<file path="src/vga_pkg.sv">
`default_nettype none

package vga_pkg;

    typedef logic [9:0] pos_t;

    typedef struct packed {
        logic [3:0] r;
        logic [3:0] g;
        logic [3:0] b;
    } rgb_t;

    localparam rgb_t RGB_BLACK = '{r: 4'h0, g: 4'h0, b: 4'h0};

    localparam int GLYPH_W = 128;
    localparam int GLYPH_H = 32;

    typedef logic [GLYPH_W-1:0] glyph_row_t;

    //////////////////////////////
    // four characters, msb is the leftmost pixel
    localparam glyph_row_t GLYPH_BITMAP [GLYPH_H] = '{
        128'hFFFFFFC07FFC00001FFF0000007C0000,   // row 0, top
        128'hFFFFFFC07FFE00003FFF800000FE0000,
        128'hFFFFFFC07FFF00007FFFC00001CF0000,
        128'hFFFFFFC0783F8000FE0FE00001CF0000,
        128'hFFFFFFC0780FC001FC07F00003CF8000,
        128'hF80000007807E003F803F00003878000,
        128'hF80000007803F007F001F0000787C000,
        128'hF80000007801F007F00000000703C000,
        128'hF80000007800F007E00000000F03E000,
        128'hF80000007800F007C00000000E01E000,
        128'hF80000007800F007800000001E01F000,
        128'hF80000007801F0078FFFFF001C00F000,
        128'hF80000007803F0078FFFFF003C00F800,
        128'hF80000007807F0078FFFFF0038007800,
        128'hF8000000780FE0078FFFFF0078007C00,
        128'hFFFFE000781FC0078007C0007FFFFC00,
        128'hFFFFE000783F80078007C000FFFFFE00,
        128'hFFFFE0007FFF00078007C000FFFFFE00,
        128'hF80000007FFE00078007C001F8003F00,
        128'hF80000007FFC00078007C001F8003F00,
        128'hF8000000780000078007C003F8003F80,
        128'hF8000000780000078007C003F0001F80,
        128'hF800000078000007C00FC003E0000F80,
        128'hF800000078000007E01FC003C0000780,
        128'hF800000078000007F03FC003C0000780,
        128'hF800000078000007F87FC003C0000780,
        128'hF800000078000003FFFFC003C0000780,
        128'hF800000078000001FFFFC003C0000780,
        128'hF800000078000000FFFFC003C0000780,
        128'hF8000000780000007FFF8003C0000780,
        128'hF8000000780000003FFF0003C0000780,
        128'hF8000000780000001FFE0007F0001EC0    // row 31, bottom
    };

endpackage

`default_nettype wire

</file>
<file path="src/scan_if.sv">
`timescale 1ns/100ps
`default_nettype none

// raster position and sync levels, one update per pixel
interface scan_if
    import vga_pkg::*;
();

    pos_t x;            // active-area column
    pos_t y;            // active-area row
    logic active;
    logic hsync;        // active low
    logic vsync;        // active low
    logic line_start;   // x == 0 on a visible line

    modport source (
        output x, y, active, hsync, vsync, line_start
    );

    modport sink (
        input x, y, active, hsync, vsync, line_start
    );

endinterface

`default_nettype wire

</file>
<file path="src/glyph_line_buffer.sv">
`timescale 1ns/100ps
`default_nettype none

module glyph_line_buffer
    import vga_pkg::*;
#(
    parameter int TEXT_X = 258,
    parameter int TEXT_Y = 200
)
(
    input  logic clk_vga,
    input  logic rst_n,
    scan_if.sink scan,
    output logic glyph_on
);

    localparam int ROW_W = $clog2(GLYPH_H);

    // text box edges in active-area coordinates
    localparam pos_t BOX_X0 = pos_t'(TEXT_X);
    localparam pos_t BOX_X1 = pos_t'(TEXT_X + GLYPH_W);
    localparam pos_t BOX_Y0 = pos_t'(TEXT_Y);
    localparam pos_t BOX_Y1 = pos_t'(TEXT_Y + GLYPH_H);

    glyph_row_t       shift_q;
    glyph_row_t       row_next;
    logic [ROW_W-1:0] row_idx;
    logic             row_in_box;
    logic             col_in_box;
    logic             in_box;

    assign row_in_box = scan.active && (scan.y >= BOX_Y0) && (scan.y < BOX_Y1);
    assign col_in_box = (scan.x >= BOX_X0) && (scan.x < BOX_X1);
    assign in_box     = row_in_box && col_in_box;
    assign row_idx    = ROW_W'(scan.y - BOX_Y0);

    // fresh row at line start, otherwise keep shifting what is held
    assign row_next = (scan.line_start && row_in_box) ? GLYPH_BITMAP[row_idx] : shift_q;

    //////////////////////////////
    // row shifter
    always_ff @(posedge clk_vga)
    begin
        if (in_box)
        begin
            shift_q <= {row_next[GLYPH_W-2:0], 1'b0};   // next pixel to msb
        end
        else
        begin
            shift_q <= row_next;
        end
    end

    always_ff @(posedge clk_vga or negedge rst_n)
    begin
        if (!rst_n)
        begin
            glyph_on <= 1'b0;
        end
        else
        begin
            glyph_on <= in_box && row_next[GLYPH_W-1];
        end
    end

endmodule

`default_nettype wire

</file>
<file path="src/pixel_shader.sv">
`timescale 1ns/100ps
`default_nettype none

module pixel_shader
    import vga_pkg::*;
(
    input  logic clk_vga,
    input  logic rst_n,
    scan_if.sink scan,
    input  logic glyph_on,
    input  rgb_t fg_color,
    input  rgb_t bg_color,
    output logic hsync,
    output logic vsync,
    output rgb_t rgb
);

    logic active_d;
    logic hsync_d;
    logic vsync_d;
    rgb_t fg_q;
    rgb_t bg_q;
    rgb_t pix_next;
    logic frame_start;

    assign frame_start = vsync_d && !scan.vsync;   // delayed vsync about to fall

    always_comb
    begin
        if (!active_d)
            pix_next = RGB_BLACK;   // porch and sync
        else if (glyph_on)
            pix_next = fg_q;
        else
            pix_next = bg_q;
    end

    //////////////////////////////
    // stage 1 lines up with glyph_on
    always_ff @(posedge clk_vga or negedge rst_n)
    begin
        if (!rst_n)
        begin
            active_d <= 1'b0;
            hsync_d  <= 1'b1;
            vsync_d  <= 1'b1;
            fg_q     <= RGB_BLACK;
            bg_q     <= RGB_BLACK;
        end
        else
        begin
            active_d <= scan.active;
            hsync_d  <= scan.hsync;
            vsync_d  <= scan.vsync;
            if (frame_start)
            begin
                fg_q <= fg_color;   // held for the next frame
                bg_q <= bg_color;
            end
        end
    end

    //////////////////////////////
    // stage 2, output registers
    always_ff @(posedge clk_vga or negedge rst_n)
    begin
        if (!rst_n)
        begin
            hsync <= 1'b1;
            vsync <= 1'b1;
            rgb   <= RGB_BLACK;
        end
        else
        begin
            hsync <= hsync_d;
            vsync <= vsync_d;
            rgb   <= pix_next;
        end
    end

endmodule

`default_nettype wire

</file>
<file path="src/text_display_top.sv">
`timescale 1ns/100ps
`default_nettype none

module text_display_top
    import vga_pkg::*;
#(
    parameter int H_SYNC   = 96,
    parameter int H_BACK   = 46,
    parameter int H_ACTIVE = 640,
    parameter int H_FRONT  = 18,
    parameter int V_SYNC   = 2,
    parameter int V_BACK   = 31,
    parameter int V_ACTIVE = 480,
    parameter int V_FRONT  = 12,
    parameter int TEXT_X   = 258,
    parameter int TEXT_Y   = 200
)
(
    input  logic        clk_vga,
    input  logic        rst_n,
    input  logic [11:0] fg_color,
    input  logic [11:0] bg_color,
    output logic        hsync,
    output logic        vsync,
    output logic [3:0]  vga_r,
    output logic [3:0]  vga_g,
    output logic [3:0]  vga_b
);

    logic glyph_on;
    rgb_t pix_rgb;

    scan_if u_scan ();

    vga_timing #(
        .H_SYNC   (H_SYNC),
        .H_BACK   (H_BACK),
        .H_ACTIVE (H_ACTIVE),
        .H_FRONT  (H_FRONT),
        .V_SYNC   (V_SYNC),
        .V_BACK   (V_BACK),
        .V_ACTIVE (V_ACTIVE),
        .V_FRONT  (V_FRONT)
    ) u_timing (
        .clk_vga (clk_vga),
        .rst_n   (rst_n),
        .scan    (u_scan.source)
    );

    glyph_line_buffer #(
        .TEXT_X (TEXT_X),
        .TEXT_Y (TEXT_Y)
    ) u_glyph (
        .clk_vga  (clk_vga),
        .rst_n    (rst_n),
        .scan     (u_scan.sink),
        .glyph_on (glyph_on)
    );

    pixel_shader u_shader (
        .clk_vga  (clk_vga),
        .rst_n    (rst_n),
        .scan     (u_scan.sink),
        .glyph_on (glyph_on),
        .fg_color (fg_color),
        .bg_color (bg_color),
        .hsync    (hsync),
        .vsync    (vsync),
        .rgb      (pix_rgb)
    );

    // split into the connector channels
    assign vga_r = pix_rgb.r;
    assign vga_g = pix_rgb.g;
    assign vga_b = pix_rgb.b;

endmodule

`default_nettype wire

</file>
<file path="src/vga_timing.sv">
`timescale 1ns/100ps
`default_nettype none

module vga_timing
    import vga_pkg::*;
#(
    parameter int H_SYNC   = 96,
    parameter int H_BACK   = 46,
    parameter int H_ACTIVE = 640,
    parameter int H_FRONT  = 18,
    parameter int V_SYNC   = 2,
    parameter int V_BACK   = 31,
    parameter int V_ACTIVE = 480,
    parameter int V_FRONT  = 12
)
(
    input  logic   clk_vga,
    input  logic   rst_n,
    scan_if.source scan
);

    localparam int H_TOTAL = H_SYNC + H_BACK + H_ACTIVE + H_FRONT;
    localparam int V_TOTAL = V_SYNC + V_BACK + V_ACTIVE + V_FRONT;

    localparam pos_t H_START = pos_t'(H_SYNC + H_BACK);
    localparam pos_t H_END   = pos_t'(H_SYNC + H_BACK + H_ACTIVE);
    localparam pos_t V_START = pos_t'(V_SYNC + V_BACK);
    localparam pos_t V_END   = pos_t'(V_SYNC + V_BACK + V_ACTIVE);
    localparam pos_t H_LAST  = pos_t'(H_TOTAL - 1);
    localparam pos_t V_LAST  = pos_t'(V_TOTAL - 1);

    pos_t h_cnt;
    pos_t v_cnt;
    logic h_active;
    logic v_active;

    //////////////////////////////
    // raster counters
    always_ff @(posedge clk_vga or negedge rst_n)
    begin
        if (!rst_n)
        begin
            h_cnt <= '0;
            v_cnt <= '0;
        end
        else if (h_cnt == H_LAST)
        begin
            h_cnt <= '0;
            v_cnt <= (v_cnt == V_LAST) ? '0 : v_cnt + 1'b1;   // frame wrap
        end
        else
        begin
            h_cnt <= h_cnt + 1'b1;
        end
    end

    //////////////////////////////
    // decoded levels, no extra latency
    assign h_active = (h_cnt >= H_START) && (h_cnt < H_END);
    assign v_active = (v_cnt >= V_START) && (v_cnt < V_END);

    assign scan.hsync      = (h_cnt >= pos_t'(H_SYNC));   // low during sync
    assign scan.vsync      = (v_cnt >= pos_t'(V_SYNC));
    assign scan.active     = h_active && v_active;
    assign scan.x          = h_cnt - H_START;
    assign scan.y          = v_cnt - V_START;
    assign scan.line_start = v_active && (h_cnt == H_START);

endmodule

`default_nettype wire
</file>
<file path="config.mk">
export PLATFORM = sky130hd
export DESIGN_NAME = text_display_top
export DESIGN_NICKNAME = d
export VERILOG_FILES = /design/src/vga_pkg.sv /design/src/scan_if.sv /design/src/glyph_line_buffer.sv /design/src/pixel_shader.sv /design/src/text_display_top.sv /design/src/vga_timing.sv
export SDC_FILE = /design/constraint.sdc
export NUM_CORES = 1
export LEC_CHECK = 0
export BUFFER_PORTS_ARGS = -buffer_cell sky130_fd_sc_hd__clkbuf_2
export CORE_UTILIZATION = 30
export CTS_CLUSTER_DIAMETER = 200
export DETAILED_ROUTE_END_ITERATION = 8
export GPL_TIMING_DRIVEN = 0
export SETUP_SLACK_MARGIN = 0.2
export SYNTH_ARGS = -nofsm -noshare
export SYNTH_HDL_FRONTEND = slang
export SYNTH_SLANG_ARGS = --single-unit
</file>
<file path="constraint.sdc">
create_clock -name clk_vga -period 3.68 [get_ports clk_vga]
set_input_delay 0.92 -clock clk_vga [delete_from_list [all_inputs] [get_ports clk_vga]]
set_output_delay 0.92 -clock clk_vga [all_outputs]
set_load 0.05 [all_outputs]
</file>
### Yosys cells after proc, flatten, opt, wreduce, memory -nomap -nowiden

Memory sizes are Yosys's and may differ from the RTL's.
Index checks and enable logic that the tools add are counted.

* bits in registers: 190
* latch bits: 0
* memory bits (writable): 0
* memory bits (read-only): 4096
* input bits: 26
* output and inout bits: 14
* word-level logic and storage cells: 60
* memories: 1

Memories
* (name not given): depth 32, width 128, read ports 1, clocked after memory_dff 0, wr ports 0, line glyph_line_buffer.sv:38 `assign row_next = (scan.line_start && row_in_box) ? GLYPH_BITMAP[row_idx] : shift_q;`

* add/subtract/negate cells: 5
* multiply operators: 0
* divide/modulo/power cells: 0
* order comparisons: 11
* eq/ne operators: 3
* shift-type cells: 0
* multiplexer cells: 8
* bitwise gates (word level): 1
* reductions and logical operators: 12

Operators by type and width (number)
* two-way mux 128 bit: 4
* two-way mux 12 bit: 2
* adder 10 x 1 -> 10 bit, second input constant: 2
* == test 10 bit, second input constant: 2
* greater-or-equal comparator 10 x 8 -> 1 bit, second input constant: 2
* < comparator 10 bit, second input constant: 2
* two-way mux 10 bit: 2
* logical AND 1 bit: 11
* == test 10 x 8 -> 1 bit, second input constant: 1
* greater-or-equal comparator 10 x 2 -> 1 bit, second input constant: 1
* greater-or-equal comparator 10 x 6 -> 1 bit, second input constant: 1
* greater-or-equal comparator 10 x 7 -> 1 bit, second input constant: 1
* greater-or-equal comparator 10 x 9 -> 1 bit, second input constant: 1
* < comparator 10 x 8 -> 1 bit, second input constant: 1
* < comparator 10 x 9 -> 1 bit, second input constant: 1
* subtractor 10 x 6 -> 10 bit, second input constant: 1
* subtractor 10 x 8 -> 10 bit, second input constant: 1
* greater-or-equal comparator 6 bit, second input constant: 1
* NOT 5 -> 6 bit: 1
* subtractor 5 x 4 -> 5 bit, second input constant: 1
* zero test 1 bit: 1

### Logic depth before layout (Yosys ltp)

* word-level depth: 8
* gate-level depth with buffers: 14
* depth with buffers taken out: 11

### Hierarchy

A second synthesis with hierarchy kept.

* cell total of the unflattened synthesis: 1013
* area total of the unflattened synthesis: 9323.9 um2

By module, submodules not included
* glyph_line_buffer: times used 1, cells an instance 752, area each 6212.2 um2, seq. area each 2587.5 um2
* pixel_shader: times used 1, cells an instance 95, area each 1647.8 um2, seq. area each 1031.0 um2
* vga_timing: times used 1, cells an instance 166, area each 1463.9 um2, seq. area each 500.5 um2

### Least setup slack after synthesis

Ideal clock, no wire load.

* path type: register -> register
* from: reg u_timing.v_cnt[1]
* to: reg u_glyph.shift_q[33]
* setup time: 0.074 ns
* arrival: 3.028 ns
* data required time: 3.606 ns
* slack: 0.578 ns
* cell stages (with the launch flop): 14
* path buffers: 5
* period minus slack after synthesis: 3.102 ns
* path through: dfrtp_1 > clkbuf_1 > inv_1 > ha_1 > buf_1 > inv_1 > ha_1 > clkbuf_1 > clkbuf_1 > clkbuf_1 > nor2_1 > o21ai_0 > o21ai_0 > o21ai_0

* word-level cells in the longest chain between the ends: 8
* elaborated cells on any way between the ends: 19

Ends and longest elaborated chain
* start: declaration: line vga_timing.sv:33 `pos_t v_cnt;`
* start signal: assignment: line vga_timing.sv:49 `v_cnt <= (v_cnt == V_LAST) ? '0 : v_cnt + 1'b1;`
* subtractor 10 x 6 -> 10 bit (tied with other cells): line vga_timing.sv:66 `assign scan.y = v_cnt - V_START;`
* subtractor 5 x 4 -> 5 bit or logical AND 1 bit (tied branches): line glyph_line_buffer.sv:35, vga_timing.sv:60
* NOT 5 -> 6 bit (not written as such) or logical AND 1 bit (tied branches): line glyph_line_buffer.sv:38, vga_timing.sv:64
* memory read (32 x 128 bit) or logical AND 1 bit (tied branches)
* two-way mux 128 bit (not written as such) or logical AND 1 bit (tied branches): line glyph_line_buffer.sv:38, glyph_line_buffer.sv:32
* two-way mux 128 bit (not written as such) or logical AND 1 bit (tied branches): line glyph_line_buffer.sv:38
* two-way mux 128 bit: line glyph_line_buffer.sv:38
* two-way mux 128 bit *: line glyph_line_buffer.sv:44 `if (in_box)`
* end signal: assignment: line glyph_line_buffer.sv:46 `shift_q <= {row_next[GLYPH_W-2:0], 1'b0};`
* end signal: assignment: line glyph_line_buffer.sv:50 `shift_q <= row_next;`
* end: declaration: line glyph_line_buffer.sv:25 `glyph_row_t shift_q;`

Mark *: on every way between the ends. The rest lies on a longest branch, timed or not. The select of a mux whose other input is x is not followed.
A chain may end at the register's enable or synchronous reset.

### Final worst setup path

* from: reg u_timing.v_cnt[1]
* to: reg u_glyph.shift_q[49]

The elaborated chain is that of the path after synthesis.

==> Implementation_results.wiki <==
{| class="wikitable"
! Metric !! Value
|-
| Setup Buffers After CTS || 0
|-
| Final Max Slew Viols || 0
|-
| NetSw || 890.8 µW
|-
| Setup repair after global routing missed its margin || no
|-
| Placed Cells incl. Taps || 1409
|-
| Hold_sp || u_shader.hsync_d$_DFF_PN1_
|-
| Switching Share || 22.95%
|-
| CTS clock-pin slew for the worst setup and hold paths || 70 ps
|-
| Worst Path Max Fanout || 10
|-
| # port buffers || 39
|-
| Number of non-filler instances in the completed layout || 1441
|-
| Worst hold path depth || 0
|-
| Primary flip-flop cell chosen by synthesis mapping || sky130_fd_sc_hd__dfxtp_1
|-
| Number of flops mapped to enable cells by yosys || 0
|-
| Reg-to-reg startpoint || u_timing.v_cnt[1]$_DFFE_PN0N_
|-
| Layout cell share with drive strength beyond 1 || 16.75%
|-
| Share of power burned in registers || 53.7%
|-
| Number of sinks on the clock net || 190
|-
| Remaining Overflow, GRT || 0
|-
| HPWL after detailed placement || 16.42 mm
|-
| Final clock period utilization by the worst path || 89.71%
|-
| Yosys top cell by area || sky130_fd_sc_hd__dfxtp_1
|-
| Fraction of power consumed by the clock network || 45.2%
|-
| Number of antenna repair diodes || 0
|-
| Drt first-iter violations || 545
|-
| Final weighted congestion in routability-driven placement || 0.9275
|-
| Worst ir drop on vdd || 235.7 µV
|-
| Area growth, synth to finish || 14.39%
|-
| CTS Root Buffer Type || sky130_fd_sc_hd__clkbuf_16
|-
| Endpoint with the worst hold slack || u_shader.hsync$_DFF_PN1_
|-
| Endpoint of the lowest-slack register-to-register path || u_glyph.shift_q[49]$_DFF_P_
|-
| Number of setup violations in the final report || 0
|-
| CP startpoint kind || flip-flop
|-
| Die height || 176.1 µm
|-
| Antenna Nets Post-Route || 0
|-
| Drt via density || 5.160
|-
| Max-capacitance violation count || 0
|-
| Cell-internal power || 2.990 mW
|-
| Number of flip-flops and latches in the synthesized netlist || 190
|-
| Total routing resource utilization after global routing || 15.12%
|-
| Insertion delay of the later-clocked pin in the worst-skew pair || 440 ps
|-
| Kind of critical path || flip-flop to flip-flop
|-
| Remaining DRCs || 0
|-
| Core Rows || 63
|-
| Run status || completed
|-
| Fin Clk Skew || 12.38 ps
|-
| Worst Hold Class || flip-flop to flip-flop
|-
| Fraction of the yosys area taken by sequential cells || 45.28%
|-
| H-Tree Depth || 4
|-
| Fraction of power consumed by combinational cells || 1.1%
|-
| Total iterations of the first detailed-routing run || 5
|-
| Ranking of synthesized cells by area || sky130_fd_sc_hd__dfxtp_1, sky130_fd_sc_hd__dfrtp_1, sky130_fd_sc_hd__mux2i_1, sky130_fd_sc_hd__a21oi_1, sky130_fd_sc_hd__nand2_1
|-
| Syn Area/Cell || 9.283 µm²
|-
| Area enclosed by the die boundary || 31030 µm²
|-
| Placeable Area || 29720 µm²
|-
| Count of vias placed by the detailed router || 7436
|-
| # fillers || 3028
|-
| Die extent in x || 176.1 µm
|-
| Post-synth top area share || 28.17%
|-
| Pwr per Cell Area || 372.9 nW/µm²
|-
| Endpoint class of the critical path || flip-flop
|-
| Sequential standard cell area || 4119 µm²
|-
| Post-synthesis instance area || 9097 µm²
|-
| Endpoint arrival time on the critical path || 3620 ps
|-
| Vias in the first global route || 6996
|-
| Post-Syn Nets || 1019
|-
| First-pass GRT wire length || 37.05 mm
|-
| Number of ports placed on the die boundary || 40
|-
| CTS tree || done
|-
| Count of cells along the worst register-to-register path || 13
|-
| Minimum clock period after layout || 3301 ps
|-
| Endpoints failing hold || 0
|-
| Initial cell density of the core || 30.61%
|-
| Share of synthesized registers carrying an async set or reset || 32.63%
|-
| Number of antenna violations at the first check in global routing || 0
|-
| Max Clk Rate || 302.9 MHz
|-
| Total number of nets in the final design || 1077
|-
| Pin count of the biggest net entering global routing || 63
|-
| Setup slack at placement || -518.4 ps
|-
| Multi-input logic area || 4567 µm²
|-
| Detailed-route wire length per cell || 16.12 µm
|-
| Required time of the critical path || 4000 ps
|-
| Worst-Margin Slew || 856.8 ps
|-
| Final Worst Setup Slack || 378.5 ps
|-
| Number of clock buffers inserted by TritonCTS || 17
|-
| Normalized max-slew margin || 42.88%
|-
| CTS hold repair buffers || 0
|-
| Post-detailed-routing wire length || 23.23 mm
|-
| Number of buffers between clock root and the deepest sink || 2
|-
| Leakage dissipation || 4.021 nW
|-
| Count of cell types in the netlist || 80
|-
| Yosys warning count || 0
|-
| Post-synthesis instance total || 980
|-
| Worst R2R Setup Slack || 380 ps
|}
==> worst max path at each step <==
stage | start | end | slack (ps)
floorplan | u_timing.v_cnt[1]$_DFFE_PN0N_ | u_glyph.shift_q[33]$_DFF_P_ | 580
global placement | u_timing.v_cnt[1]$_DFFE_PN0N_ | u_glyph.shift_q[120]$_DFF_P_ | -520
detailed placement | u_timing.v_cnt[1]$_DFFE_PN0N_ | u_glyph.shift_q[118]$_DFF_P_ | -520
CTS | u_timing.v_cnt[1]$_DFFE_PN0N_ | u_glyph.shift_q[81]$_DFF_P_ | 210
global route | u_timing.v_cnt[1]$_DFFE_PN0N_ | u_glyph.shift_q[22]$_DFF_P_ | 200
finish | u_timing.v_cnt[1]$_DFFE_PN0N_ | u_glyph.shift_q[49]$_DFF_P_ | 380
==> cell usage after synthesis, types with 4 or more instances <==
| cell | instances |
|---|---|
| sky130_fd_sc_hd__mux2i_1 | 85 |
| sky130_fd_sc_hd__mux2_2 | 26 |
| sky130_fd_sc_hd__xnor2_1 | 12 |
| sky130_fd_sc_hd__nor2_1 | 64 |
| sky130_fd_sc_hd__nand2b_1 | 6 |
| sky130_fd_sc_hd__buf_6 | 10 |
| sky130_fd_sc_hd__a21o_1 | 5 |
| sky130_fd_sc_hd__nand4_1 | 5 |
| sky130_fd_sc_hd__a31oi_1 | 14 |
| sky130_fd_sc_hd__and3_1 | 7 |
| sky130_fd_sc_hd__nor2b_1 | 19 |
| sky130_fd_sc_hd__o211ai_1 | 10 |
| sky130_fd_sc_hd__ha_1 | 13 |
| sky130_fd_sc_hd__nor3b_1 | 4 |
| sky130_fd_sc_hd__a211oi_1 | 11 |
| sky130_fd_sc_hd__buf_2 | 24 |
| sky130_fd_sc_hd__o22ai_1 | 5 |
| sky130_fd_sc_hd__xor2_1 | 7 |
| sky130_fd_sc_hd__a21boi_0 | 6 |
| sky130_fd_sc_hd__nor3_1 | 22 |
| sky130_fd_sc_hd__a21oi_1 | 87 |
| sky130_fd_sc_hd__buf_1 | 7 |
| sky130_fd_sc_hd__o21ai_0 | 83 |
| sky130_fd_sc_hd__inv_1 | 8 |
| sky130_fd_sc_hd__nand2_1 | 114 |
| sky130_fd_sc_hd__dfrtp_1 | 58 |
| sky130_fd_sc_hd__dfxtp_1 | 128 |
| sky130_fd_sc_hd__clkbuf_1 | 37 |
| sky130_fd_sc_hd__dfstp_2 | 4 |
| sky130_fd_sc_hd__nand3_1 | 19 |
| sky130_fd_sc_hd__and2_1 | 4 |
==> timing repair <==
| item | CTS | global route |
|---|---|---|
| resized for setup | 10 | 21 |
| endpoints found under the setup margin | 87 | 92 |
| endpoints found under the hold margin | 0 | 0 |
| gates cloned | 0 | 0 |
| pin swaps | 0 | 0 |
==> power by group through the flow <==
stage                     clock (mW)  sequential, mW  combinational (mW)
final                           1.75            2.08              0.0430
after global routing            1.89            2.09              0.0495
after CTS                       1.80            2.08              0.0450
after detailed placement           0            2.13              0.0448
after global placement             0            2.13              0.0432
after floorplan                    0            2.13              0.0153
==> cells in the final DEF, fill, tap and decap left out, types with 9 or more instances in the layout <==
cell                          n
sky130_fd_sc_hd__a211oi_1     9
sky130_fd_sc_hd__buf_6       10
sky130_fd_sc_hd__o211ai_1    10
sky130_fd_sc_hd__nor2_1      64
sky130_fd_sc_hd__clkbuf_2    45
sky130_fd_sc_hd__buf_2       23
sky130_fd_sc_hd__mux2_2      26
sky130_fd_sc_hd__a31oi_1     14
sky130_fd_sc_hd__mux2i_1     85
sky130_fd_sc_hd__nand2_1    112
sky130_fd_sc_hd__ha_1        12
sky130_fd_sc_hd__clkbuf_1    31
sky130_fd_sc_hd__dfrtp_1     58
sky130_fd_sc_hd__a21oi_1     87
sky130_fd_sc_hd__nand3_1     19
sky130_fd_sc_hd__dfxtp_1    128
sky130_fd_sc_hd__nor2b_1     18
sky130_fd_sc_hd__nor3_1      22
sky130_fd_sc_hd__xnor2_1     11
sky130_fd_sc_hd__o21ai_0     80
sky130_fd_sc_hd__clkbuf_16   17
==> kinds of logic (layout without fill, tap and decap cells) <==
logic type      after synthesis  after routing  share of synthesized area (%)
compound gates              267            267                          18.10
xor+xnor                     19             19                          1.829
fa+ha+maj                    13             13                          1.788
buf+inv                      90            161                          5.116
flops                       190            190                          45.28
mux                         111            111                          12.57
simple gates                290            290                          15.32
==> registers in the layout, indices dropped and copies added (netlist names), 10 cells and up <==
signal and flops:
u_shader.bg_q 12, u_timing.h_cnt 10, u_shader.rgb 12, u_glyph.shift_q 128
u_timing.v_cnt 10, u_shader.fg_q 12
==> metrics by stage <==
| stage | cell area (µm²) | power [mW] | util [%] | TNS (ps) | hold WS, ps |
|---|---|---|---|---|---|
| after detailed placement | 9783 | 2.175 | 32.92 | -13150 | 349.3 |
| after global routing | 10410 | 4.028 | 35.02 | 0 | 365.4 |
| final | 10410 | 3.881 | 35.02 | 0 | 359.6 |
| after global placement | 9781 | 2.173 | 32.91 | -15410 | 347.2 |
| after CTS | 10360 | 3.934 | 34.88 | 0 | 361.2 |
| after floorplan | 9097 | 2.144 | - | 0 | 345.2 |
==> critical path: stages, from the launching register on <==
cell                       delay [ps]
sky130_fd_sc_hd__dfrtp_1          420
sky130_fd_sc_hd__clkbuf_2         220
sky130_fd_sc_hd__inv_2            140
sky130_fd_sc_hd__ha_2             230
sky130_fd_sc_hd__clkbuf_4         220
sky130_fd_sc_hd__inv_1            140
sky130_fd_sc_hd__ha_1             320
sky130_fd_sc_hd__clkbuf_2         220
sky130_fd_sc_hd__nor2b_1          340
sky130_fd_sc_hd__nand2_1          180
sky130_fd_sc_hd__nor2_1           330
sky130_fd_sc_hd__nor3_1            90
sky130_fd_sc_hd__a211oi_1         270
sky130_fd_sc_hd__a21oi_1           70
==> final cells by class <==
class,instances,share of cell area (%)
Buffer,82,4.365
Sequential cell,190,39.58
Multi-Input combinational cell,700,43.89
Clock inverter,14,1.166
Clock buffer,18,4.124
Timing Repair Buffer,39,1.900
Inverter,8,0.2886
Tap cell,390,4.689
==> routing by layer <==
layer | GRT usage (%) | share of wire (%) | vias to the layer above
met5 | 0 | 0 | -
met4 | 6.739 | 3.1 | 0
met3 | 2.756 | 5.3 | 45
met2 | 23.47 | 44 | 224
met1 | 20.38 | 47 | 3563
li1 | - | - | 3604
Power figures use the tool's default switching activity.
